`src/verilog/daq_pkg.sv`:
```
`default_nettype none

package daq_pkg;

    // Register bus and event widths
    typedef logic [15:0] addr_t;
    typedef logic [7:0]  byte_t;
    typedef logic [31:0] word_t;

    // Bus request as every register block sees it
    typedef struct packed {
        logic  rd;
        logic  wr;
        addr_t addr;
        byte_t wdata;
    } bus_req_t;

    // One select per register block, plus the offset inside the block
    typedef struct packed {
        logic  sys;
        logic  ctrl;
        logic  pulse;
        logic  trig;
        logic  tdc;
        byte_t offset;
    } blk_sel_t;

    typedef enum logic [1:0] {
        IDLE,
        DELAY,
        ACTIVE
    } pulse_state_t;

    // Block base addresses, each block spans 256 bytes
    localparam addr_t SYS_BASE   = 16'h0300;
    localparam addr_t PULSE_BASE = 16'h0400;
    localparam addr_t CTRL_BASE  = 16'h0500;
    localparam addr_t TRIG_BASE  = 16'h0600;
    localparam addr_t TDC_BASE   = 16'h0700;

    localparam byte_t VERSION       = 8'd1;
    localparam byte_t VERSION_MINOR = 8'd0;
    localparam byte_t VERSION_MAJOR = 8'd1;
    localparam byte_t BOARD_ID      = 8'd0;

    // Data identifier carried in bits 31:28 of TDC words
    localparam logic [3:0]  TDC_ID      = 4'h2;
    localparam logic [11:0] TDC_LEN_MAX = 12'd4095;

    localparam int FIFO_DEPTH = 8;
    localparam int N_SOURCES  = 2;

endpackage

`default_nettype wire

```
`src/verilog/reset_pulser.sv`:
```
`default_nettype none
`timescale 1ns/1ns

module reset_pulser (
    input  logic              BUS_CLK,
    input  logic              BUS_RST,
    input  daq_pkg::bus_req_t i_req,
    input  daq_pkg::blk_sel_t i_sel,
    input  logic              i_reset_hold,
    output daq_pkg::byte_t    o_rdata,
    output logic              o_resetb_ext
);
    import daq_pkg::*;

    pulse_state_t state_q;
    byte_t        delay_q;
    byte_t        width_q;
    byte_t        delay_cnt;
    byte_t        width_cnt;
    logic         hold_d;
    logic         start;

    // Bus start, or the cycle after the hold is released
    assign start = (i_req.wr && i_sel.pulse && i_sel.offset == 8'd0)
                 || (hold_d && !i_reset_hold);

    always_ff @(posedge BUS_CLK) begin
        if (BUS_RST) begin
            delay_q <= '0;
            width_q <= '0;
            hold_d  <= 1'b0;
        end else begin
            hold_d <= i_reset_hold;
            if (i_req.wr && i_sel.pulse && i_sel.offset == 8'd1) begin
                delay_q <= i_req.wdata;
            end
            if (i_req.wr && i_sel.pulse && i_sel.offset == 8'd2) begin
                width_q <= i_req.wdata;
            end
        end
    end

    // DELAY lasts delay+1 cycles, ACTIVE exactly width cycles
    always_ff @(posedge BUS_CLK) begin
        if (BUS_RST) begin
            state_q   <= IDLE;
            delay_cnt <= '0;
            width_cnt <= '0;
        end else begin
            case (state_q)
                IDLE: begin
                    if (start) begin
                        state_q   <= DELAY;
                        delay_cnt <= delay_q;
                    end
                end
                DELAY: begin
                    if (delay_cnt == '0) begin
                        // Zero width skips the pulse entirely
                        state_q   <= (width_q == '0) ? IDLE : ACTIVE;
                        width_cnt <= width_q;
                    end else begin
                        delay_cnt <= delay_cnt - 1'b1;
                    end
                end
                ACTIVE: begin
                    if (width_cnt == 8'd1) begin
                        state_q <= IDLE;
                    end else begin
                        width_cnt <= width_cnt - 1'b1;
                    end
                end
                default: state_q <= IDLE;
            endcase
        end
    end

    always_comb begin
        case (i_sel.offset)
            8'd0:    o_rdata = {7'd0, state_q == IDLE};
            8'd1:    o_rdata = delay_q;
            8'd2:    o_rdata = width_q;
            default: o_rdata = '0;
        endcase
    end

    assign o_resetb_ext = !((state_q == ACTIVE) || i_reset_hold);

    a_start_only: assert property (@(posedge BUS_CLK) disable iff (BUS_RST)
        (state_q == IDLE && !start) |=> state_q == IDLE);

endmodule

`default_nettype wire

```
`config.mk`:
```
export PLATFORM = sky130hd
export DESIGN_NAME = reset_pulser
export DESIGN_NICKNAME = d
export VERILOG_FILES = /design/src/verilog/daq_pkg.sv /design/src/verilog/reset_pulser.sv
export SDC_FILE = /design/constraint.sdc
export NUM_CORES = 1
export LEC_CHECK = 0
export BUFFER_PORTS_ARGS = -buffer_cell sky130_fd_sc_hd__buf_2
export CELL_PAD_IN_SITES_DETAIL_PLACEMENT = 0
export CELL_PAD_IN_SITES_GLOBAL_PLACEMENT = 1
export CORE_UTILIZATION = 39
export CTS_BUF_LIST = sky130_fd_sc_hd__clkbuf_4 sky130_fd_sc_hd__clkbuf_8
export DETAILED_ROUTE_END_ITERATION = 6
export GPL_TIMING_DRIVEN = 0
export HOLD_SLACK_MARGIN = 0.15
export PLACE_DENSITY = 0.88
export SLEW_MARGIN = 10
export SYNTH_ARGS = -nofsm -noshare
export SYNTH_HDL_FRONTEND = slang
export SYNTH_SLANG_ARGS = --single-unit
```
`constraint.sdc`:
```
create_clock -name BUS_CLK -period 2.35 [get_ports BUS_CLK]
set_input_delay 0.1175 -clock BUS_CLK [delete_from_list [all_inputs] [get_ports BUS_CLK]]
set_output_delay 0.1175 -clock BUS_CLK [all_outputs]
set_load 0.01 [all_outputs]
```
Yosys cells after proc, flatten, opt, wreduce, memory -nomap -nowiden
Cells that the tools add are included.
{"block": "op_classes", "n_addsub": 2, "mul": 0, "div": 0, "n_lt_le_gt_ge": 0, "n_eq_ne": 10, "shifts": 0, "n_mux": 12, "n_bitwise": 0, "reduce_logical": 18}
{"op": "8-bit 2-to-1 mux", "count": 4}
{"op": "8-bit one-hot mux with 2 select lines", "count": 2}
{"op": "8-bit zero test", "count": 3}
{"op": "8-bit one-hot mux with 3 select lines", "count": 1}
{"op": "8-bit by 1-bit equality test with 1-bit output (second input constant)", "count": 2}
{"op": "8-bit by 1-bit subtractor with 8-bit output (second input constant)", "count": 2}
{"op": "2-bit != test (second input constant)", "count": 5}
{"op": "3-bit AND reduction", "count": 3}
{"op": "8-bit by 2-bit equality test with 1-bit output (second input constant)", "count": 1}
{"op": "2-bit 2-to-1 mux", "count": 4}
{"op": "2-bit one-hot mux with 3 select lines", "count": 1}
{"op": "1-bit logical AND", "count": 5}
{"op": "2-bit nonzero test", "count": 2}
{"op": "2-bit by 1-bit equality test with 1-bit output (second input constant)", "count": 1}
{"op": "2-bit equality test (second input constant)", "count": 1}
{"op": "1-bit zero test", "count": 2}
{"op": "2-bit zero test", "count": 1}
{"op": "1-bit logical OR", "count": 2}
{"block": "totals", "regBits": 35, "latchBits": 0, "ramBits": 0, "romBits": 0, "in_bits": 42, "output_inout_bits": 9, "word_cells": 48, "n_memories": 0}

Depth between registers and ports, before layout
{"block": "depth", "word_depth": 5, "depth_mapped": 7}

Worst setup path before layout
OpenSTA, ideal clock, no wires.
{"block": "synth_path", "path_kind": "input to register", "start": "input i_sel[7] (netlist bit)", "end": "register width_q[4]", "setup_ps": 125, "t_arrival_ps": 1881, "required_ps": 2225, "setup_slack_ps": 344, "stages": 6, "n_path_buf": 1, "path_cell_list": "or4_4 > or3_1 > buf_2 > nor4_4 > mux2i_1 > nor2_1"}
{"block": "synth_via", "elab_chain_cells": 2}
{"element": "start, declared", "line_no": "reset_pulser.sv:8", "rtl": "input daq_pkg::blk_sel_t i_sel,"}
{"element": "8-bit by 2-bit equality test with 1-bit output", "line_no": "reset_pulser.sv:37", "rtl": "if (i_req.wr && i_sel.pulse && i_sel.offset == 8'd2) begin"}
{"element": "1-bit logical AND", "line_no": "reset_pulser.sv:37"}
{"element": "end signal, assigned", "line_no": "reset_pulser.sv:38", "rtl": "width_q <= i_req.wdata;"}
{"element": "end, declared", "line_no": "reset_pulser.sv:17", "rtl": "byte_t width_q;"}
No other way between the ends.
A chain may end at the register's enable or synchronous reset.

Worst setup path in the final report
{"block": "layout_path", "start": "input i_sel[7] (netlist bit)", "end": "output o_rdata[1]"}
{"block": "layout_via", "elab_chain_cells": 2}
{"element": "8-bit by 2-bit equality test with 1-bit output (tied with other cells)", "line_no": "reset_pulser.sv:79", "rtl": "case (i_sel.offset)"}
{"element": "8-bit one-hot mux with 3 select lines (*)", "line_no": "reset_pulser.sv:79"}
{"element": "end, declared", "line_no": "reset_pulser.sv:10", "rtl": "output daq_pkg::byte_t o_rdata,"}
Every way passes the cells marked *; elsewhere a longest branch is shown, timed or not.

==> run summary <==
Metal2 WL -> 2100 um
Syn_nets -> 284
Root buffer cell -> clkbuf_8
Asr flop ratio synth -> 0
Final HPWL DP -> 3410 um
Maximum clock frequency -> 472 MHz
Final GP Congestion -> 0.857
Fillers -> 435
Worst-skew pair later-pin latency -> 0.30 ns
Worst vdd ir -> 0.500 mV
Post-synthesis cell count -> 238
Number of global-route vias before repair -> 1707
H-tree depth -> 2
Post-route total power -> 1.26 mW
Clk sinks -> 35
Yosys warnings -> 0
Leakage -> 0.926 nW
Relative slew slack -> 0.445
Worst Hold Margin -> 0.350 ns
Hold crit path type -> in -> reg
Inserted Diodes -> 0
Place WS -> -0.0457 ns
Final WS setup -> 0.233 ns
CTS tree -> yes
Fin crit period -> 2.12 ns
Worst-case reg-to-reg path depth -> 5
Share of layout cells above drive strength 1 -> 0.162
Detailed Route Iter0 Violations -> 126
Uppermost routed layer -> met4
WL final -> 4650 um
Synth Area per Inst -> 7.86 um^2
Initial core utilization -> 0.418
Ys flop type -> dfxtp_1
Area contributors post-synth -> dfxtp_1 (37%), mux2i_1 (8.6%), nand2_1 (7.0%), nor2_1 (6.6%), a21oi_1 (5.9%)
Met3 WL -> 136 um
Die area -> 5080 um^2
Clock skew -> 0.0114 ns
CP Capture Type -> output pin
Die span in y -> 71.3 um
Mapped cell area -> 1870 um^2
Multi-input gate area -> 1100 um^2
Wirelength per Cell -> 13.8 um
Violated checks -> design-rule violations
Reg clk slew, reported paths -> 0.07 ns
Core Rows -> 24
Post-DP Area -> 2080 um^2
First-pass GRT wire length -> 8030 um
CP arrival -> 2.00 ns
Drt first pass iters -> 6
Max Root-Sink Buffers -> 2
Core ar. -> 4470 um^2
Top cell type by total area after synthesis -> dfxtp_1
Area growth syn-to-layout -> 23.1%
Final worst path period share -> 0.901
WP data required -> 2.23 ns
R2r setup slk -> 0.30 ns
CP endpoint -> o_rdata[1]
Final hold viol count -> 0
Inserted Clock Buffers -> 5
Post-synth top cells -> dfxtp_1 (35), nand2_1 (35), nor2_1 (33), a21oi_1 (22), o21ai_0 (20)
Post-synth EDFFs -> 0
Initial antenna violation count -> 0
Register area share after synthesis -> 0.375
M1 WL -> 2380 um
Outcome -> finished with violations
I/O pins -> 51
Critical Path Source -> i_sel[7]
R2r endpoint -> delay_cnt[7]$_SDFFE_PP0P_
Final net count -> 329
Unique masters post-synth -> 37
CP Class -> in -> out
Tot GR Track Use -> 0.204
Total number of vias -> 1767
Post-DRT Antenna Nets -> 0
Power Density -> 547 nW/um^2
# Max-Cap Violations -> 0
FF+latch count, synth -> 35
Port Buffers -> 28
Pin count of the biggest net entering global routing -> 13
Max Slew Vio Count -> 0
Setup bufs post-CTS -> 0
Final setup fails -> 0
Worst Setup Start Kind -> primary input
Grt ovf -> 0
Slew @ Worst Pin -> 0.825 ns
Utilization after layout -> 0.515
Vias per cell -> 5.26
Reg area -> 701 um^2
Width of the die -> 71.3 um
DRC Markers -> 1
Final Cell Area -> 2300 um^2
Worst reg2reg path startpoint -> state_q[1]$_SDFFE_PP0P_
CP Max Fanout -> 7
Share of the synthesized area in the top cell type -> 0.375
## state kept, by name, summed over array words and instances (netlist names)
register / count
hold_d: 1
width_cnt: 8
delay_q: 8
width_q: 8
delay_cnt: 8
state_q: 2
## routing by layer
metal / global-route usage / vias up
li1: - / 935
met3: 0.0436 / 2
met2: 0.309 / 40
met5: 0 / -
met1: 0.281 / 790
met4: 0.0844 / 0
## report_power, final
group	internal (mW)	leakage (nW)	switching, mW
logic	0.0465	0.586	0.0625
registers	0.597	0.282	0.00415
clock network	0.316	0.0581	0.235
total	0.960	0.926	0.301
## area by class of cell
type | count | area share
Clock buffer | 5 | 0.0299
Sequential cell | 35 | 0.304
Clock inverter | 3 | 0.0190
Timing Repair Buffer | 38 | 0.104
Tap cell | 52 | 0.0282
Buffer | 9 | 0.0228
Inverter | 8 | 0.0130
Multi-Input combinational cell | 186 | 0.479
## how the worst min path moves through the flow
stage                 start                         to  cells after the start
4_1_cts            i_sel[0]    width_q[5]$_SDFFE_PP0P_                      4
2_1_floorplan  i_reset_hold          hold_d$_SDFF_PP0_                      1
3_5_place_dp        BUS_RST  delay_cnt[0]$_SDFFE_PP0P_                      2
6_report           i_sel[0]    width_q[1]$_SDFFE_PP0P_                      4
3_3_place_gp        BUS_RST  width_cnt[2]$_SDFFE_PP0P_                      2
5_1_grt            i_sel[0]    width_q[5]$_SDFFE_PP0P_                      4
## placed cells by master (no fill, tap or decap), types with 2 or more instances in the layout
cell type       n
a22o_1          7
dfxtp_1        35
mux2i_1        16
a21oi_1        22
nand2b_1        6
nor3_1          4
inv_1           8
clkbuf_8        5
nor2b_1         2
o31ai_1         4
nand3_1         3
nand2_1        35
clkbuf_1        5
or3_1           5
o21ai_0        20
a31oi_1         5
nor4_1          3
dlygate4sd3_1  10
ha_1            4
nor2_1         33
buf_2          29
dlygate4sd1_1   2
## logic make-up (layout without fill, tap and decap cells)
group                      after synthesis  after routing  synth area share
DFF                                     35             35             0.375
adders and majority gates                4              4            0.0268
buffers and inverters                   17             63            0.0441
and+or+nand+nor                        100            100             0.256
muxes                                   16             16            0.0856
AOI/OAI and AO/OA                       66             66             0.213
## metrics by stage
step	std cells	setup TNS, ns
after floorplan	238	0
after global placement	318	-0.200
after detailed placement	318	-0.253
after CTS	336	0
after global routing	336	-0.000765
final	336	0
## worst max-delay path, stage by stage
cell and delay, ns:
buf_2 0.09, or4_4 0.53, or3_1 0.33, buf_2 0.18
nor3_2 0.40, a22o_1 0.21, buf_2 0.13
## what timing repair did
action,4_1_cts,5_1_grt
setup endpoints to repair,7,14
hold buffers,10,0
gates resized for setup,1,2
hold endpoints to repair,21,0
(Power assumes the default switching activity.)
