==> config.mk <==
export PLATFORM = sky130hd
export DESIGN_NAME = event_fifo
export DESIGN_NICKNAME = d
export VERILOG_FILES = /design/src/verilog/daq_pkg.sv /design/src/verilog/event_fifo.sv
export SDC_FILE = /design/constraint.sdc
export NUM_CORES = 1
export LEC_CHECK = 0
export BUFFER_PORTS_ARGS = -buffer_cell sky130_fd_sc_hd__buf_2
export CELL_PAD_IN_SITES_DETAIL_PLACEMENT = 0
export CELL_PAD_IN_SITES_GLOBAL_PLACEMENT = 2
export CORE_MARGIN = 2
export CORE_UTILIZATION = 48
export DETAILED_ROUTE_END_ITERATION = 8
export GPL_TIMING_DRIVEN = 0
export PLACE_DENSITY_LB_ADDON = 0.1
export RECOVER_POWER = 100
export REMOVE_ABC_BUFFERS = 1
export SKIP_LAST_GASP = 1
export SLEW_MARGIN = 20
export SYNTH_ARGS = -nofsm -noshare
export SYNTH_HDL_FRONTEND = slang
export SYNTH_SLANG_ARGS = --single-unit
==> constraint.sdc <==
create_clock -name BUS_CLK -period 6.4 [get_ports BUS_CLK]
set_input_delay 0.32 -clock BUS_CLK [delete_from_list [all_inputs] [get_ports BUS_CLK]]
set_output_delay 0.32 -clock BUS_CLK [all_outputs]
set_load 0.05 [all_outputs]
==> src/verilog/daq_pkg.sv <==
`default_nettype none

package daq_pkg;

    // Register bus and event widths
    typedef logic [15:0] addr_t;
    typedef logic [7:0]  byte_t;
    typedef logic [31:0] word_t;

    // Bus request as every register block sees it
    typedef struct packed {
        logic  rd;
        logic  wr;
        addr_t addr;
        byte_t wdata;
    } bus_req_t;

    // One select per register block, plus the offset inside the block
    typedef struct packed {
        logic  sys;
        logic  ctrl;
        logic  pulse;
        logic  trig;
        logic  tdc;
        byte_t offset;
    } blk_sel_t;

    typedef enum logic [1:0] {
        IDLE,
        DELAY,
        ACTIVE
    } pulse_state_t;

    // Block base addresses, each block spans 256 bytes
    localparam addr_t SYS_BASE   = 16'h0300;
    localparam addr_t PULSE_BASE = 16'h0400;
    localparam addr_t CTRL_BASE  = 16'h0500;
    localparam addr_t TRIG_BASE  = 16'h0600;
    localparam addr_t TDC_BASE   = 16'h0700;

    localparam byte_t VERSION       = 8'd1;
    localparam byte_t VERSION_MINOR = 8'd0;
    localparam byte_t VERSION_MAJOR = 8'd1;
    localparam byte_t BOARD_ID      = 8'd0;

    // Data identifier carried in bits 31:28 of TDC words
    localparam logic [3:0]  TDC_ID      = 4'h2;
    localparam logic [11:0] TDC_LEN_MAX = 12'd4095;

    localparam int FIFO_DEPTH = 8;
    localparam int N_SOURCES  = 2;

endpackage

`default_nettype wire

==> src/verilog/event_fifo.sv <==
`default_nettype none
`timescale 1ns/1ns

module event_fifo #(
    parameter int DEPTH = daq_pkg::FIFO_DEPTH
) (
    input  logic           BUS_CLK,
    input  logic           BUS_RST,
    input  logic           i_wr,
    input  daq_pkg::word_t i_data,
    input  logic           i_read,
    output daq_pkg::word_t o_data,
    output logic           o_empty,
    output logic           o_full
);
    import daq_pkg::*;

    localparam int AW = (DEPTH > 1) ? $clog2(DEPTH) : 1;

    word_t                    mem [DEPTH];
    logic [AW-1:0]            wr_ptr;
    logic [AW-1:0]            rd_ptr;
    logic [$clog2(DEPTH+1)-1:0] count;
    logic                     do_wr;
    logic                     do_rd;

    assign do_wr = i_wr && !o_full;
    assign do_rd = i_read && !o_empty;

    always_ff @(posedge BUS_CLK) begin
        if (BUS_RST) begin
            wr_ptr <= '0;
            rd_ptr <= '0;
            count  <= '0;
        end else begin
            if (do_wr) begin
                wr_ptr <= (wr_ptr == AW'(DEPTH - 1)) ? '0 : wr_ptr + 1'b1;
            end
            if (do_rd) begin
                rd_ptr <= (rd_ptr == AW'(DEPTH - 1)) ? '0 : rd_ptr + 1'b1;
            end
            if (do_wr && !do_rd) begin
                count <= count + 1'b1;
            end else if (do_rd && !do_wr) begin
                count <= count - 1'b1;
            end
        end
    end

    always_ff @(posedge BUS_CLK) begin
        if (do_wr) begin
            mem[wr_ptr] <= i_data;
        end
    end

    // Show-ahead output, head word visible while not empty
    assign o_data  = mem[rd_ptr];
    assign o_empty = (count == '0);
    assign o_full  = (count == DEPTH);

    a_no_overflow: assert property (@(posedge BUS_CLK) disable iff (BUS_RST)
        i_wr |-> !o_full);
    a_no_underflow: assert property (@(posedge BUS_CLK) disable iff (BUS_RST)
        i_read |-> !o_empty);

endmodule

`default_nettype wire

After elaboration in Yosys (flattened, before gate mapping) --
Memory sizes are Yosys's and may differ from the RTL's. A register that Yosys moved wholly into a read port is not among the register bits. Cells that the tools add are included.
Storage, ports and cells: register bits 10, bits in writable memories 256, bits of input ports 36, output and inout bits 34, word-level logic and storage cells 29, memories kept 1
Memories:
- mem | words 8, width 32, rd ports 1, clocked after memory_dff 1, write ports 1, line event_fifo.sv:20 | word_t mem [DEPTH];
Cells by class: add/subtract/negate cells 4, eq/ne operators 3, muxes and demuxes 8, reduce and logical (&&, ||, !) cells 10
Operators by type and width (number):
- $mux 3 | 4
- $mux 4 | 2
- $add 3x1->3 const B | 2
- $eq 3x3->1 const B | 2
- $add 4x1->4 const B | 1
- $eq 4x4->1 const B | 1
- $logic_and 1x1->1 | 4
- $logic_not 1->1 | 4
- $logic_not 4->1 | 1
- $sub 4x1->4 const B | 1
- $mux 1 | 2
- $reduce_bool 2->1 | 1

Depth between registers and ports, before layout --
Gate-level depths: netlist (run 1).
word-level depth 7, depth in mapped cells 11

Worst setup path before layout (run 1) --
OpenSTA, ideal clock, no wires.
path kind register -> register, start register count[1], end memory mem[0][0] (netlist bit) (enable), setup time 501 ps, data arrival time 3975 ps, data required time 5899 ps, path slack 1923 ps, cell stages (with the launch flop) 5, path buffers 1, period minus slack after synthesis 4477 ps, cell sequence dfxtp_1 -> nor3_1 -> a21bo_2 -> buf_2 -> nor4_1
Between the ends: word-level cells in the longest chain between the ends 5
Ends and longest elaborated chain:
- from (decl) | line event_fifo.sv:23 | logic [$clog2(DEPTH+1)-1:0] count;
- from (signal assigned) | line event_fifo.sv:43 | count <= count + 1'b1;
- from (signal assigned) | line event_fifo.sv:45 | count <= count - 1'b1;
- $eq 4x4->1 | line event_fifo.sv:59 | assign o_full = (count == DEPTH);
- $logic_not 1->1 | line event_fifo.sv:27 | assign do_wr = i_wr && !o_full;
- $logic_and 1x1->1 | line event_fifo.sv:27
- $mux 1 | line event_fifo.sv:51 | if (do_wr) begin
- $mux 1 (not written as such) | line event_fifo.sv:52 | mem[wr_ptr] <= i_data;
- to (decl) | line event_fifo.sv:20
No other way between the ends.

Worst setup path after layout (run 1) --
start register count[1], end memory mem[5][12] (netlist bit) (enable)
Between the ends: word-level cells in the longest chain between the ends 5
Ends and longest elaborated chain:
- $eq 4x4->1 | line event_fifo.sv:59
- $logic_not 1->1 | line event_fifo.sv:27
- $logic_and 1x1->1 | line event_fifo.sv:27
- named net do_wr | line event_fifo.sv:24 | logic do_wr;
- $mux 1 | line event_fifo.sv:51
- $mux 1 (not written as such) | line event_fifo.sv:52
The timed path passes the listed nets, and every way through them passes these cells.

==> results.yml, run 1 <==
status:
  status: "finished with violations"
  violations: "max-capacitance violations, max-slew violations"
timing:
  hold_slack_ps: 109.6
  finClkSkew_ps: 10.15
  fin_crit_sh_pct: 61.10
  rsz0062_at_grt: "false"
  tns_ps: 0
  final.min_clock_period_ps: 3910
  hold_viol: 0
  setup_viol_count_final: 0
  timing.fmax_ghz: 0.2557
  tightest_slew_ps: 1545
  slew_headroom_pct: -3.396
  slew_violations: 15
floorplanning:
  die_h_um: 151.6
  die-area_um2: 23000
  start_util_pct: 48.40
  core_um2: 21620
  pin_count: 70
  die_w_um: 151.6
  placementRows: 54
critical_path:
  crit_chain: "nor3_1 > a21bo_1 > inv_1 > nand2_1 > nor2_1 > clkbuf_1"
  cpPeakStageDelay_ps: 1190
  arrival_ps: 4040
  worstSetupEndpointType: "flop"
  crit_slowest_cell: "nor2_1"
  cp-start-kind: "flop"
  worstPathMaxFanout: 19
  critPathRequiredTime_ps: 6530
  worstSetupPathType: "reg -> reg"
power_and_ir_drop:
  p_seq_share_pct: 44.6
  switching_share_pct: 29.36
  p_comb_share_pct: 24.0
  cellPowerDensity_nw_per_um2: 395.8
  p_int_w: 0.003347
  ir_worst_vdd_mv: 0.3131
  p_sw_w: 0.001391
  p_clk_share_pct: 31.5
  p_leak_nw: 3.782
synth:
  synth_seq_area_share_pct: 75.95
  synth_top_flop_cell: "edfxtp_1"
  synth_seq_cells: 269
  synth-edff-count: 256
  synth_top_cell_area_share_pct: 73.47
  synth_common_cells: "256 x edfxtp_1, 37 x mux4_2, 27 x mux4_1, 18 x mux2_2, 15 x mux2_4"
  avgSynthCellArea_um2: 23.46
  netlist_area_um2: 10460
  async_reset_ff_share_pct: 0
  synthCells: 446
  synth_warnings: 0
  synthTopCellsByArea: "edfxtp_1 73%, mux4_2 8.0%, mux4_1 6.8%"
  synth_cell_types: 33
  yosysMostFrequentCell: "edfxtp_1"
  synth_area_leader_cell: "edfxtp_1"
drt:
  wire_per_inst_um: 22.25
  drt_pass1_iterations: 6
  drc: 0
  drtIter0Drc: 380
  finalWirelength_um: 19130
  viasPerCell: 5.465
  final_antenna_net_count: 0
  num_vias: 4700
clock_tree:
  cts.path.max_buffers: 3
  post_cts_buffers: 0
  clkSinkCount: 269
  clk_latency_ps: 530
  cts_tree: "built"
  numCtsBuffers: 28
  htreeDepth: 1
  ctsRootBufferMaster: "clkbuf_16"
  holdBufCountCts: 0
  cts_resized: 0
  clkTransAtPathRegs_ps: 60
place:
  dpl.hpwl_um: 12010
  io_buffers: 69
  gp_congestion: 0.6756
  dpl.cell_count: 810
layout:
  drive_gt1_share_pct: 20.52
  n_antenna_cell: 0
  final_util_pct: 55.37
  nNetsFinal: 604
  stdcell_count: 860
  syn2layout_area_growth_pct: 14.41
global_routing:
  grt_max_degree: 42
  grt.total_usage_pct: 17.21
  grt_pass1_wl_um: 28930
  grt_pass1_vias: 4981
  grt_overflow: 0
  grt_antenna_before_repair: 0
run:
  drv_cap: 2
worst_hold_path:
  hold_class: "in -> reg"
==> cells by family after synthesis <==
| family | count (synthesis) | share of synthesized area, % |
|---|---|---|
| fa+ha+maj | 8 | 1.028 |
| simple gates | 34 | 1.507 |
| mux | 99 | 19.02 |
| xor+xnor | 2 | 0.1674 |
| compound gates | 11 | 0.8251 |
| buf+inv | 23 | 1.495 |
| flops | 269 | 75.95 |
==> flip-flops by register name (all words and copies together), names as in the netlist, named ones only <==
signal and count:
mem 256, rd_ptr 3, count 4, wr_ptr 3
==> cells in the final DEF, fill, tap and decap left out, types with 7 or more instances in the layout <==
cell and instances:
mux4_2 37, mux2_4 15, ha_1 7, dfxtp_1 11, clkbuf_1 102, edfxtp_1 256
clkbuf_16 29, mux2_2 18, a21oi_1 7, mux4_1 27, nand2_1 7, nor2_1 12
==> cell type report <==
class / instances / area [µm²]
multi-input cells: 154 / 2341
well taps: 280 / 350.3
clock buffers: 35 / 748.2
fillers: 1742 / 9649
clock inverters: 15 / 103.9
flip-flops and latches: 269 / 7955
repair buffers: 105 / 465.4
inverters: 2 / 7.507
==> worst max-delay path: cells and delay by family, from the launching register on <==
| kind | cells | cell delay (ps) |
|---|---|---|
| buffers and inverters | 2 | 1320 |
| AO/OA/AOI/OAI | 1 | 300 |
| flip-flops | 1 | 450 |
| AND/OR/NAND/NOR | 3 | 1430 |
==> per-stage QoR <==
| step | total power (W) | setup WS, ps | cell area (µm²) |
|---|---|---|---|
| after floorplan | 0.003058 | 2011 | 10310 |
| after global placement | 0.003339 | -1396 | 11010 |
| after detailed placement | 0.003359 | 3601 | 11490 |
| after CTS | 0.004864 | 3217 | 12340 |
| after global routing | 0.004941 | 2127 | 11970 |
| final | 0.004738 | 2490 | 11970 |
==> metal layers <==
layer,GRT usage [%],vias up,part of all wire [%]
met5,0,-,0
met4,4.398,0,1.3
met3,2.994,19,5.4
met2,29.23,111,51
met1,23.32,2441,43
li1,-,2129,-
==> power by group through the flow <==
| stage | Sequential, W | Clock [W] | Combinational, W |
|---|---|---|---|
| final | 0.00211 | 0.00149 | 0.00114 |
| after global routing | 0.00212 | 0.00160 | 0.00122 |
| after CTS | 0.00212 | 0.00154 | 0.00121 |
| after detailed placement | 0.00216 | 0 | 0.00120 |
| after global placement | 0.00225 | 0 | 0.00108 |
| after floorplan | 0.00219 | 0 | 0.000871 |
==> path summary, 6_finish.rpt <==
check | from | end | slack (ps) | depth (start not counted)
max | count[1] | mem[5][12] | 2490 | 6
min | BUS_RST | wr_ptr[2] | 110 | 2
max reg2reg | count[1] | mem[5][12] | 2490 | 6
min reg2reg | rd_ptr[1] | rd_ptr[1] | 540 | 2
Note: power is estimated with default switching activity, not from simulation.
==> run 2, diff against run 1 <==
- clock period: 6.4 -> 3.7 ns (I/O delays scaled with it)
==> run 2 against run 1 <==
Against the previous run:
- the flow still finishes with violations (max-capacitance violations, max-slew violations)
- largest cell class unchanged
- total power rose by 74%
- flip-flop and latch count did not move
- combinational power rose by 75%
- core utilization rose by 2.1 points
- via count rose by 2.4%
- setup slack got worse by 1900 ps
- largest power group unchanged
- clock skew fell by 1.0 ps
- final area rose by 3.7%
- global-route usage rose by 0.16 points
- die area did not move
- critical path type unchanged
- hold slack improved by 100 ps
- critical endpoint is now mem[4][11]
==> results.yml, run 2 (synthesized netlist as in run 1, its figures left out) <==
critical_path:
  rrSetupSlack_ps: 540
  crit_chain: "nor3_1 > a21bo_1 > nor3_1 > clkbuf_1 > clkbuf_1 > clkbuf_1 > buf_4"
  worstPathMaxFanout: 9
  worstSetupPathType: "reg -> reg"
  reg2reg_depth: 7
  startpoint: "count[1]"
  arrival_ps: 3400
  cp-start-kind: "flop"
  critPathRequiredTime_ps: 3940
  crit_slowest_cell: "nor3_1"
  worst-path-buf-inv: 4
  cp_top_family: "buffers and inverters"
  path_depth: 7
  rr_startpoint: "count[1]"
  worstSetupEndpointType: "flop"
  crit_path_frequent_cell: "clkbuf_1"
  cpPeakStageDelay_ps: 610
layout:
  final_common_cell: "edfxtp_1"
  fin_area_um2: 12420
  top_regs: "mem x256, count x4"
  final_cell_mix: "256 x edfxtp_1, 92 x clkbuf_1, 37 x mux4_2"
  largest_register_ffs: 256
  syn2layout_area_growth_pct: 18.69
  drive_gt1_share_pct: 21.21
  n_antenna_cell: 0
  nNetsFinal: 637
  fillers: 1694
  regMostFlops: "mem"
status:
  status: "finished with violations"
  violations: "max-capacitance violations, max-slew violations"
timing:
  hold_slack_ps: 211.9
  layout_setup_ws_ps: 540.3
  rsz0062_at_grt: "false"
  finClkSkew_ps: 9.136
  timing.fmax_ghz: 0.3165
  tns_ps: 0
  tightest_slew_ps: 1668
  setup_viol_count_final: 0
  slew_violations: 31
  final.min_clock_period_ps: 3160
  slew_headroom_pct: -11.60
  hold_viol: 0
  fin_crit_sh_pct: 85.40
clock_tree:
  post_cts_buffers: 0
  holdBufCountCts: 33
  cts_tree: "built"
  cts_resized: 0
  cts.path.max_buffers: 3
  clk_latency_ps: 530
  numCtsBuffers: 28
  clkSinkCount: 269
  ctsRootBufferMaster: "clkbuf_16"
  htreeDepth: 1
  clkTransAtPathRegs_ps: 60
global_routing:
  grt_pass1_vias: 5101
  grt_pass1_wl_um: 29320
  grt_max_degree: 42
  grt_overflow: 0
  grt_antenna_before_repair: 0
  grt.total_usage_pct: 17.37
place:
  placed_area_um2: 11490
  gp_congestion: 0.6756
  dpl.hpwl_um: 12010
  io_buffers: 69
  dp_slack_ps: 900.7
floorplanning:
  placementRows: 54
  start_util_pct: 48.40
  pin_count: 70
  die-area_um2: 23000
  die_h_um: 151.6
  die_w_um: 151.6
  core_um2: 21620
drt:
  final_antenna_net_count: 0
  drc: 0
  viasPerCell: 5.391
  wire_per_inst_um: 21.61
  num_vias: 4814
  drtIter0Drc: 369
  drt_pass1_iterations: 4
  finalWirelength_um: 19300
power_and_ir_drop:
  cellPowerDensity_nw_per_um2: 662.8
  p_leak_nw: 3.984
  ir_worst_vdd_mv: 0.5573
run:
  drv_cap: 2
worst_hold_path:
  hold_class: "in -> reg"
  worstHoldPathCells: 4
  worstHoldStart: "i_read"
[run 2: changes by cell type in the layout (fill, tap and decap cells not counted)]
cell,previous run,this run
buf_16,2,5
dfxtp_4,2,3
buf_6,0,1
clkbuf_1,102,92
dfxtp_1,11,10
buf_4,0,5
buf_12,1,2
dlygate4sd3_1,0,33
[run 2: worst register-to-register path, delay by kind of cell (launching register included)]
kind                   cells  cell delay (ps)
AO/OA/AOI/OAI              1              300
AND/OR/NAND/NOR            2              720
buffers and inverters      4             1400
flip-flops                 1              450
[run 2: path summary, 6_finish.rpt]
path / endpoint
max: mem[4][11]
min reg2reg: flop
min: flop
max reg2reg: mem[4][11]
[run 2: report_power, final]
group          total [W]  switching [W]  internal [W]
clock network    0.00258        0.00108       0.00150
logic            0.00200        0.00120      0.000802
registers        0.00365       0.000132       0.00352
[run 2: stage by stage]
step / instances / utilization, % / total power [W]
floorplan: 425 / - / 0.005289
global placement: 774 / 50.93 / 0.005776
detailed placement: 810 / 53.14 / 0.005810
CTS: 893 / 58.61 / 0.008441
global route: 893 / 57.44 / 0.008586
finish: 893 / 57.44 / 0.008232
[run 2: routing by layer]
metal | up-vias | track usage [%] | wire [µm]
li1 | 2197 | - | -
met1 | 2494 | 23.66 | 8342
met2 | 104 | 29.62 | 9792
met3 | 19 | 2.754 | 911
met4 | 0 | 4.398 | 251
met5 | - | 0 | 0
[run 2: cell type report]
| class | instances | area (µm²) | share of cell area (%) |
|---|---|---|---|
| timing repair buffer | 138 | 909.6 | 7.324 |
| clock inverter | 15 | 103.9 | 0.8362 |
| clock buffer | 35 | 748.2 | 6.025 |
| inverter | 2 | 7.507 | 0.06045 |
| multi-input combinational | 154 | 2341 | 18.85 |
| sequential | 269 | 7959 | 64.08 |
| tap | 280 | 350.3 | 2.821 |
