==> config.mk <==
export PLATFORM = sky130hd
export DESIGN_NAME = bus_decode
export DESIGN_NICKNAME = d
export VERILOG_FILES = /design/src/verilog/daq_pkg.sv /design/src/verilog/bus_decode.sv
export SDC_FILE = /design/constraint.sdc
export NUM_CORES = 1
export LEC_CHECK = 0
export BUFFER_PORTS_ARGS = -buffer_cell sky130_fd_sc_hd__buf_4
export CAP_MARGIN = 0
export CORE_ASPECT_RATIO = 2
export CORE_MARGIN = 8
export CORE_UTILIZATION = 30
export DETAILED_ROUTE_END_ITERATION = 8
export PLACE_DENSITY = 0.82
export REMOVE_ABC_BUFFERS = 1
export SETUP_SLACK_MARGIN = 0.05
export SLEW_MARGIN = 20
export SYNTH_ARGS = -nofsm -noshare
export SYNTH_HDL_FRONTEND = slang
export SYNTH_SLANG_ARGS = --single-unit
==> constraint.sdc <==
create_clock -name BUS_CLK -period 1.1 [get_ports BUS_CLK]
set_input_delay 0.055 -clock BUS_CLK [delete_from_list [all_inputs] [get_ports BUS_CLK]]
set_output_delay 0.055 -clock BUS_CLK [all_outputs]
set_load 0.005 [all_outputs]
==> src/verilog/daq_pkg.sv <==
`default_nettype none

package daq_pkg;

    // Register bus and event widths
    typedef logic [15:0] addr_t;
    typedef logic [7:0]  byte_t;
    typedef logic [31:0] word_t;

    // Bus request as every register block sees it
    typedef struct packed {
        logic  rd;
        logic  wr;
        addr_t addr;
        byte_t wdata;
    } bus_req_t;

    // One select per register block, plus the offset inside the block
    typedef struct packed {
        logic  sys;
        logic  ctrl;
        logic  pulse;
        logic  trig;
        logic  tdc;
        byte_t offset;
    } blk_sel_t;

    typedef enum logic [1:0] {
        IDLE,
        DELAY,
        ACTIVE
    } pulse_state_t;

    // Block base addresses, each block spans 256 bytes
    localparam addr_t SYS_BASE   = 16'h0300;
    localparam addr_t PULSE_BASE = 16'h0400;
    localparam addr_t CTRL_BASE  = 16'h0500;
    localparam addr_t TRIG_BASE  = 16'h0600;
    localparam addr_t TDC_BASE   = 16'h0700;

    localparam byte_t VERSION       = 8'd1;
    localparam byte_t VERSION_MINOR = 8'd0;
    localparam byte_t VERSION_MAJOR = 8'd1;
    localparam byte_t BOARD_ID      = 8'd0;

    // Data identifier carried in bits 31:28 of TDC words
    localparam logic [3:0]  TDC_ID      = 4'h2;
    localparam logic [11:0] TDC_LEN_MAX = 12'd4095;

    localparam int FIFO_DEPTH = 8;
    localparam int N_SOURCES  = 2;

endpackage

`default_nettype wire

==> src/verilog/bus_decode.sv <==
`default_nettype none
`timescale 1ns/1ns

module bus_decode (
    input  logic              BUS_CLK,
    input  logic              BUS_RST,
    input  logic              i_bus_rd,
    input  logic              i_bus_wr,
    input  daq_pkg::addr_t    i_bus_add,
    input  daq_pkg::byte_t    i_bus_data,
    output daq_pkg::bus_req_t o_req,
    output daq_pkg::blk_sel_t o_sel,
    input  daq_pkg::byte_t    i_rdata_sys,
    input  daq_pkg::byte_t    i_rdata_ctrl,
    input  daq_pkg::byte_t    i_rdata_pulse,
    input  daq_pkg::byte_t    i_rdata_trig,
    input  daq_pkg::byte_t    i_rdata_tdc,
    output daq_pkg::byte_t    o_bus_data
);
    import daq_pkg::*;

    byte_t rdata;

    assign o_req = '{rd: i_bus_rd, wr: i_bus_wr, addr: i_bus_add, wdata: i_bus_data};

    // Blocks are 256 bytes wide, so the upper address byte picks the block
    assign o_sel.sys    = (i_bus_add[15:8] == SYS_BASE[15:8]);
    assign o_sel.ctrl   = (i_bus_add[15:8] == CTRL_BASE[15:8]);
    assign o_sel.pulse  = (i_bus_add[15:8] == PULSE_BASE[15:8]);
    assign o_sel.trig   = (i_bus_add[15:8] == TRIG_BASE[15:8]);
    assign o_sel.tdc    = (i_bus_add[15:8] == TDC_BASE[15:8]);
    assign o_sel.offset = i_bus_add[7:0];

    // Unmapped addresses fall through to zero
    always_comb begin
        case (1'b1)
            o_sel.sys:   rdata = i_rdata_sys;
            o_sel.ctrl:  rdata = i_rdata_ctrl;
            o_sel.pulse: rdata = i_rdata_pulse;
            o_sel.trig:  rdata = i_rdata_trig;
            o_sel.tdc:   rdata = i_rdata_tdc;
            default:     rdata = '0;
        endcase
    end

    always_ff @(posedge BUS_CLK) begin
        if (BUS_RST) begin
            o_bus_data <= '0;
        end else if (i_bus_rd) begin
            o_bus_data <= rdata;
        end
    end

endmodule

`default_nettype wire

======== Yosys cells after proc, flatten, opt, wreduce, memory -nomap -nowiden ========
Cells that the tools add are included.
operators by class
  equal/unequal tests ..................... 5
  muxes and demuxes ....................... 5
operator list
  cell                                            number
  2-to-1 mux 8 bit                                5
  == test 8 x 3 -> 1 bit (second input constant)  4
  == test 8 x 2 -> 1 bit (second input constant)  1
storage, ports and cells
  word-level logic and storage cells ...... 11
  input bits .............................. 68
  output and inout bits ................... 47
  register bits ........................... 8

======== Logic depth before layout (Yosys ltp) ========
Gate-level depths: netlist of run 1.
  depth after elaboration ................. 6
  gate-level depth with buffers ........... 6
  depth with buffers taken out ............ 4

======== Worst setup path before layout of run 1 ========
No wires, ideal clock.
  path type ............................... input to register
  from .................................... input port i_bus_add[13]
  to ...................................... register o_bus_data[0]
  slack ................................... -0.138 ns
  stages on the path ...................... 5
  data required time ...................... 1.012 ns
  data arrival time ....................... 1.151 ns
  path buffers ............................ 1
  setup time .............................. 0.088 ns
  cells stage by stage .................... nor4_4 nand3b_2 buf_6 o221a_1 nor4_2
on the way
  cells in the longest elaborated chain, start to end .. 6
  elaborated cells between the ends (all ways) .. 10
  those cells by class .................... eq/ne: 5; mux: 5
ends and longest elaborated chain
  item                            line              RTL
  from (decl)                     bus_decode.sv:9   input daq_pkg::addr_t i_bus_add,
  == test 8 x 3 -> 1 bit          bus_decode.sv:31  assign o_sel.tdc = (i_bus_add[15:8] == TDC_BASE[15:8]);
  2-to-1 mux 8 bit (4 in series)  bus_decode.sv:36  case (1'b1)
  2-to-1 mux 8 bit *              bus_decode.sv:36
  to (signal assigned)            bus_decode.sv:50  o_bus_data <= rdata;
  to (decl)                       bus_decode.sv:18  output daq_pkg::byte_t o_bus_data
Mark *: on every way between the ends. The rest lies on a longest branch, timed or not.
A chain may end at the register's enable or synchronous reset.

==> parameters.txt, run 1 <==
Parameter                              Value

Status
  Run status ... finished, violations left
  Failing checks ... setup timing

GRT
  Number of antenna violations at the first check in global routing ... 0
  Global-route wire length before repair ... 5.823 mm
  Number of global-route vias before repair ... 1183
  Final global-route overflow total ... 0
  Largest net degree at the start of global routing ... 14
  GR Util All Layers ... 13.33%

Worst hold path
  Hold Path Class ... input pin to flop
  Origin of the worst min-delay path ... BUS_RST
  Hold-critical path depth ... 2

Drt
  Routed wirelength normalized by instance count ... 20.46 um
  Antenna-violating nets left ... 0
  Via-per-instance ratio ... 5.276
  Routed wire length ... 4.072 mm
  Pre-Repair DR Iteration Count ... 4
  Remaining routing DRC violations ... 0
  Number of design-rule violations left by the first detailed-router iteration ... 8
  Via Count ... 1050

Logic synthesis
  Async S/R FF share, synth ... 0%
  Flop and latch count out of synthesis ... 8
  Mean Syn Cell Area ... 8.241 um^2
  Dominant cell type by area after synthesis ... buf_4
  Post-synth EDFFs ... 0
  Post-synthesis instance area ... 997.2 um^2
  Synthesized netlist cell count ... 121
  Yosys cell types ... 23
  Top cells by instance count after synthesis ... 34 x buf_4, 17 x nor2_1
  Largest cells by area after synthesis ... buf_4 26%, dfxtp_1 16%, mux2_2 9.0%, nor2_1 6.4%, a22oi_1 6.0%
  Post-synthesis sequential area ratio ... 16.06%
  Commonest register cell after synthesis ... dfxtp_1
  Cell with the most instances after synthesis ... buf_4
  Area fraction of the dominant cell type after synthesis ... 25.60%
  Synth Warn # ... 0

Pwr
  Power per unit of standard cell area ... 711.2 mW/mm^2
  Internal power consumption ... 803.0 uW
  Portion of total power attributed to the clock network ... 32.7%
  Overall power of the completed layout ... 1.088 mW
  Proportion of total power due to net switching ... 26.21%
  Power share of the sequential group ... 28.8%
  Leakage power summed over all cells ... 0.7249 nW
  Largest voltage drop on the vdd net ... 0.3397 mV
  Combinational fraction of design power ... 38.5%
  Net switching power of the design ... 285.3 uW

Finish
  Number of flip-flops under the largest register name ... 8
  Final Non-Filler Cells ... 199
  Non-Filler Cell Area, Final ... 0.001530 mm^2
  Utilization after layout ... 47.92%
  Regs by FF count ... o_bus_data: 8 flops
  Diode count ... 0
  Share of layout cells above drive strength 1 ... 70.24%
  Largest register by flop count ... o_bus_data
  Area grow syn2layout ... 53.45%
  Net count reported at finish ... 238

Critical path
  CP max stage delay ... 0.37 ns
  Crit path launch type ... input pin
  Reg2reg path depth ... 2
  Chain of cells forming the critical path ... buf_6 -> nor4_4 -> nand3b_4 -> buf_6 -> nor3b_2 -> buf_4
  Arrival time of data at the critical path endpoint ... 1.13 ns
  Worst setup path startpoint ... i_bus_add[15]
  Startpoint of the most critical register-to-register path ... o_bus_data[6]
  Slowest stage cell on the critical path ... nor4_4
  Max FO, Critical Path ... 4
  Count of buffer and inverter cells on the critical path ... 3
  Kind of cell adding the most delay to the critical path ... simple AND/OR/NAND/NOR gates
  Required time reported for the critical path endpoint ... 1.04 ns
  WP depth ... 6
  Type of element capturing the critical path ... output port
  Crit Path Class ... input pin to output port
  Dominant cell type by count on the critical path ... buf_6

STA
  Portion of the clock cycle consumed by the worst path in the final layout ... 107.4%
  Clock tree skew after final layout ... 0 ns
  Sum of negative setup slack ... -0.3641 ns
  Upper clock frequency limit ... 0.8464 GHz
  Unrepaired setup endpoints after global routing ... yes
  Hold slack ... 0.09857 ns
  Slew at the pin closest to its max-slew limit ... 0.3328 ns
  Final setup violation count ... 8
  Final Worst Setup Slack ... -0.08149 ns
  Final Hold Fails ... 0
  Slew Limit Fails ... 0
  Final critical-path required period ... 1.181 ns
  Tightest slew margin relative to the limit ... 77.64%

Clocking
  Hold-fix buffers, CTS ... 0
  Max H-tree Level ... 1
  Clock sink count ... 8
  TritonCTS buffer count ... 3
  Clock latency on the worst-skew pair ... 0.23 ns
  Clock tree root buffer cell ... clkbuf_8
  TritonCTS clock tree ... done
  Clock-pin slew reported for the worst setup and hold paths after clock tree synthesis ... 0.04 ns
  Maximum number of buffers from clock root to sink ... 2

Placed design
  HPWL reported at the end of detailed placement ... 3.370 mm
  Number of placed instances, taps included ... 193
  I/O Buffers ... 72
  Placement-stage worst setup slack ... -0.4129 ns
  Cell area after placement ... 0.001361 mm^2
  Last weighted congestion value of the routability-driven placer ... 0.7889

Floorplanning
  DIE AREA ... 0.005537 mm^2
  Effective utilization at floorplan ... 31.23%
  Number of primary I/O pins ... 115
  Standard cell core area ... 0.003193 mm^2
  Number of standard-cell rows in the floorplan ... 29
  Die Span Y ... 97.54 um
  Horizontal extent of the die ... 56.77 um

Run
  Max Cap Viol ... 0
-- power groups by stage --
stage / Sequential, mW / Clock, mW / Combinational, mW
CTS: 0.314 / 0.359 / 0.413
floorplan: 0.319 / 0 / 0.116
global placement: 0.318 / 0 / 0.386
detailed placement: 0.318 / 0 / 0.394
global route: 0.315 / 0.373 / 0.448
finish: 0.314 / 0.356 / 0.419
-- what timing repair did --
item / in CTS / in global routing
setup buffers: 3 / 0
endpoints found under the setup margin: 12 / 12
endpoints found under the hold margin: 0 / 0
pin swaps: 17 / 2
gates resized for setup: 12 / 7
-- logic make-up (layout without fill, tap and decap cells) --
| group | after synthesis | after routing | share of synthesized area (%) |
|---|---|---|---|
| compound gates | 24 | 24 | 19.07 |
| buf+inv | 43 | 90 | 30.61 |
| flops | 8 | 8 | 16.06 |
| mux | 8 | 8 | 9.034 |
| simple gates | 38 | 38 | 25.22 |
-- layout make-up --
type	instances	area [um^2]
Clock buffer	3	41.29
Fill cell	304	1663
Multi-Input combinational cell	70	614.3
Sequential cell	8	160.2
Tap cell	31	38.79
Timing Repair Buffer	87	675.6
-- layout by cell type, fill, tap and decap left out, types with 2 or more instances in the layout --
master	synthesis	layout
a21oi_1	8	8
a22oi_1	8	8
and3b_1	2	2
buf_4	34	81
buf_6	2	6
clkbuf_8	0	3
dfxtp_1	8	8
mux2_2	8	8
nand3b_4	0	2
nor2_1	17	16
nor2b_1	2	2
nor3b_2	0	2
nor4_2	4	8
o221a_1	4	4
o221a_2	4	2
o221a_4	0	2
-- path summary, 6_finish.rpt --
path	slack [ns]	to
min reg2reg	0.51	o_bus_data[5]
max reg2reg	0.39	o_bus_data[6]
min	0.1	o_bus_data[0]
max	-0.08	o_sel[11]
-- routing by layer --
layer	global-route usage (%)	wire length [um]	share of wire, %	vias to the layer above
met3	11.52	732	18	4
met1	11.47	1256	31	472
met2	21.14	2039	50	73
li1	-	-	-	501
met5	6.122	0	0	-
met4	4.909	43	1.1	0
(Power assumes the default switching activity.)
==> run 2: changes to the inputs <==
- CTS_CLUSTER_DIAMETER: unset -> 200
- HOLD_SLACK_MARGIN: unset -> 0.08
- REMOVE_ABC_BUFFERS: 1 -> unset
==> parameters.txt, run 2 (synthesized netlist as in run 1, its figures left out) <==
Parameter                              Value

Placed design
  Placement-stage worst setup slack ... -0.2899 ns
  Last weighted congestion value of the routability-driven placer ... 0.7885
  I/O Buffers ... 72
  HPWL reported at the end of detailed placement ... 3.024 mm

Clocking
  Max H-tree Level ... 1
  Clock tree root buffer cell ... clkbuf_8
  Clock-pin slew reported for the worst setup and hold paths after clock tree synthesis ... 0.04 ns
  TritonCTS clock tree ... done
  TritonCTS buffer count ... 3
  Clock latency on the worst-skew pair ... 0.23 ns
  Maximum number of buffers from clock root to sink ... 2
  Clock sink count ... 8
  Hold-fix buffers, CTS ... 0

Critical path
  Startpoint of the most critical register-to-register path ... o_bus_data[5]
  Crit path launch type ... input pin
  Type of element capturing the critical path ... flop
  Endpoint of the worst register-to-register path ... o_bus_data[5]
  Count of buffer and inverter cells on the critical path ... 4
  Dominant cell type by count on the critical path ... buf_6
  Slowest stage cell on the critical path ... nor4_4
  CP max stage delay ... 0.25 ns
  Max FO, Critical Path ... 7
  Chain of cells forming the critical path ... buf_8 -> nor4_4 -> buf_4 -> buf_6 -> nand3b_4 -> buf_6 -> o221a_1 -> nor4_2
  Kind of cell adding the most delay to the critical path ... buffers and inverters
  Arrival time of data at the critical path endpoint ... 1.30 ns
  Required time reported for the critical path endpoint ... 1.24 ns
  Reg2reg path depth ... 2
  Register-to-register path setup slack ... 0.38 ns
  Crit Path Class ... input pin to flop

Finish
  Net count reported at finish ... 242
  Most common cell after layout, fill and taps aside ... buf_4
  Share of layout cells above drive strength 1 ... 73.26%
  # fillers ... 296
  Number of flip-flops under the largest register name ... 8
  Regs by FF count ... o_bus_data: 8 flops
  Largest register by flop count ... o_bus_data
  Diode count ... 0
  Area grow syn2layout ... 61.73%
  Utilization after layout ... 50.51%
  Most frequent cells in the layout ... 83 x buf_4, 12 x nor2_1, 8 x a21oi_1, 8 x mux2_2, 8 x dfxtp_1

Floorplanning
  Die Span Y ... 97.54 um
  Number of primary I/O pins ... 115
  Standard cell core area ... 0.003193 mm^2
  Number of standard-cell rows in the floorplan ... 29
  DIE AREA ... 0.005537 mm^2
  Effective utilization at floorplan ... 31.23%
  Horizontal extent of the die ... 56.77 um

STA
  Unrepaired setup endpoints after global routing ... yes
  Final setup violation count ... 10
  Tightest slew margin relative to the limit ... 81.97%
  Sum of negative setup slack ... -0.3388 ns
  Final Worst Setup Slack ... -0.06115 ns
  Slew at the pin closest to its max-slew limit ... 0.2705 ns
  Upper clock frequency limit ... 0.8612 GHz
  Final critical-path required period ... 1.161 ns
  Hold slack ... 0.1093 ns
  Final Hold Fails ... 0
  Clock tree skew after final layout ... 0 ns
  Slew Limit Fails ... 0
  Portion of the clock cycle consumed by the worst path in the final layout ... 105.6%

Status
  Run status ... finished, violations left
  Failing checks ... setup timing

Drt
  Met2 wire len ... 1.977 mm
  Routed wire length on met3 ... 296 um
  Via Count ... 1077
  Via-per-instance ratio ... 5.305
  Pre-Repair DR Iteration Count ... 4
  Routed wirelength normalized by instance count ... 18.08 um
  Remaining routing DRC violations ... 0
  Uppermost routed layer ... met4
  Routed wire length ... 3.671 mm
  Number of design-rule violations left by the first detailed-router iteration ... 20
  Met1 Wirelength ... 1.197 mm
  Antenna-violating nets left ... 0

GRT
  Number of global-route vias before repair ... 1286
  Number of antenna violations at the first check in global routing ... 0
  Largest net degree at the start of global routing ... 15
  Global-route wire length before repair ... 5.713 mm
  Final global-route overflow total ... 0
  GR Util All Layers ... 12.35%

Logic synthesis
  Number of nets produced by synthesis ... 189

Pwr
  Overall power of the completed layout ... 1.105 mW
  Leakage power summed over all cells ... 0.7505 nW
  Largest voltage drop on the vdd net ... 0.3102 mV
  Power per unit of standard cell area ... 685.4 mW/mm^2

Run
  Max Cap Viol ... 0

Worst hold path
  Origin of the worst min-delay path ... BUS_RST
  Hold Path Class ... input pin to flop
  Hold-critical path depth ... 2
  Worst Hold End ... o_bus_data[3]
-- run 2: cell count changes in the layout (fill, tap and decap cells not counted), moves of 2 or more --
| cell | previous run | this run |
|---|---|---|
| buf_4 | 81 | 83 |
| nor2_1 | 16 | 12 |
| nor2_4 | 1 | 4 |
| nor4_2 | 8 | 6 |
-- run 2: worst max path at each step --
stage                   from  cells after the start            end  slack, ns
2_1_floorplan  i_bus_add[15]                      5  o_bus_data[3]      -0.10
3_3_place_gp   i_bus_add[15]                      6  o_bus_data[6]      -0.22
3_5_place_dp   i_bus_add[15]                      6  o_bus_data[4]      -0.29
4_1_cts        i_bus_add[15]                      7       o_sel[9]      -0.05
5_1_grt        i_bus_add[15]                      9  o_bus_data[5]      -0.15
6_report       i_bus_add[15]                      8  o_bus_data[7]      -0.06
-- run 2: metal layers --
metal,GRT usage [%],up-vias
met5,0,-
met4,8.182,0
met3,3.796,26
met2,23.43,50
met1,10.09,496
li1,-,505
-- run 2: what timing repair did --
action	4_1_cts	5_1_grt
pin swaps	10	1
setup endpoints to repair	11	13
resized for setup	18	7
setup buffers	5	0
-- run 2: cell type report --
class	instances	area [um^2]	share of cell area [%]
Clock buffer	3	41.29	2.560
Multi-Input combinational cell	70	655.6	40.65
Sequential cell	8	160.2	9.930
Tap cell	31	38.79	2.405
Timing Repair Buffer	91	716.9	44.45
-- run 2: worst register-to-register path, stage by stage (launching register included) --
cell	delay, ns
dfxtp_1	0.32
nor2_1	0.06
nor4_2	0.25
-- run 2: power by group --
group	total (mW)	switching, mW	internal, mW
clock network	0.348	0.111	0.237
registers	0.314	0.00783	0.306
logic	0.443	0.174	0.269
total	1.11	0.293	0.812
-- run 2: stage by stage --
step / area, um^2 / std cells
finish: 1613 / 203
global route: 1613 / 203
CTS: 1578 / 203
detailed placement: 1421 / 195
global placement: 1421 / 195
floorplan: 1045 / 121
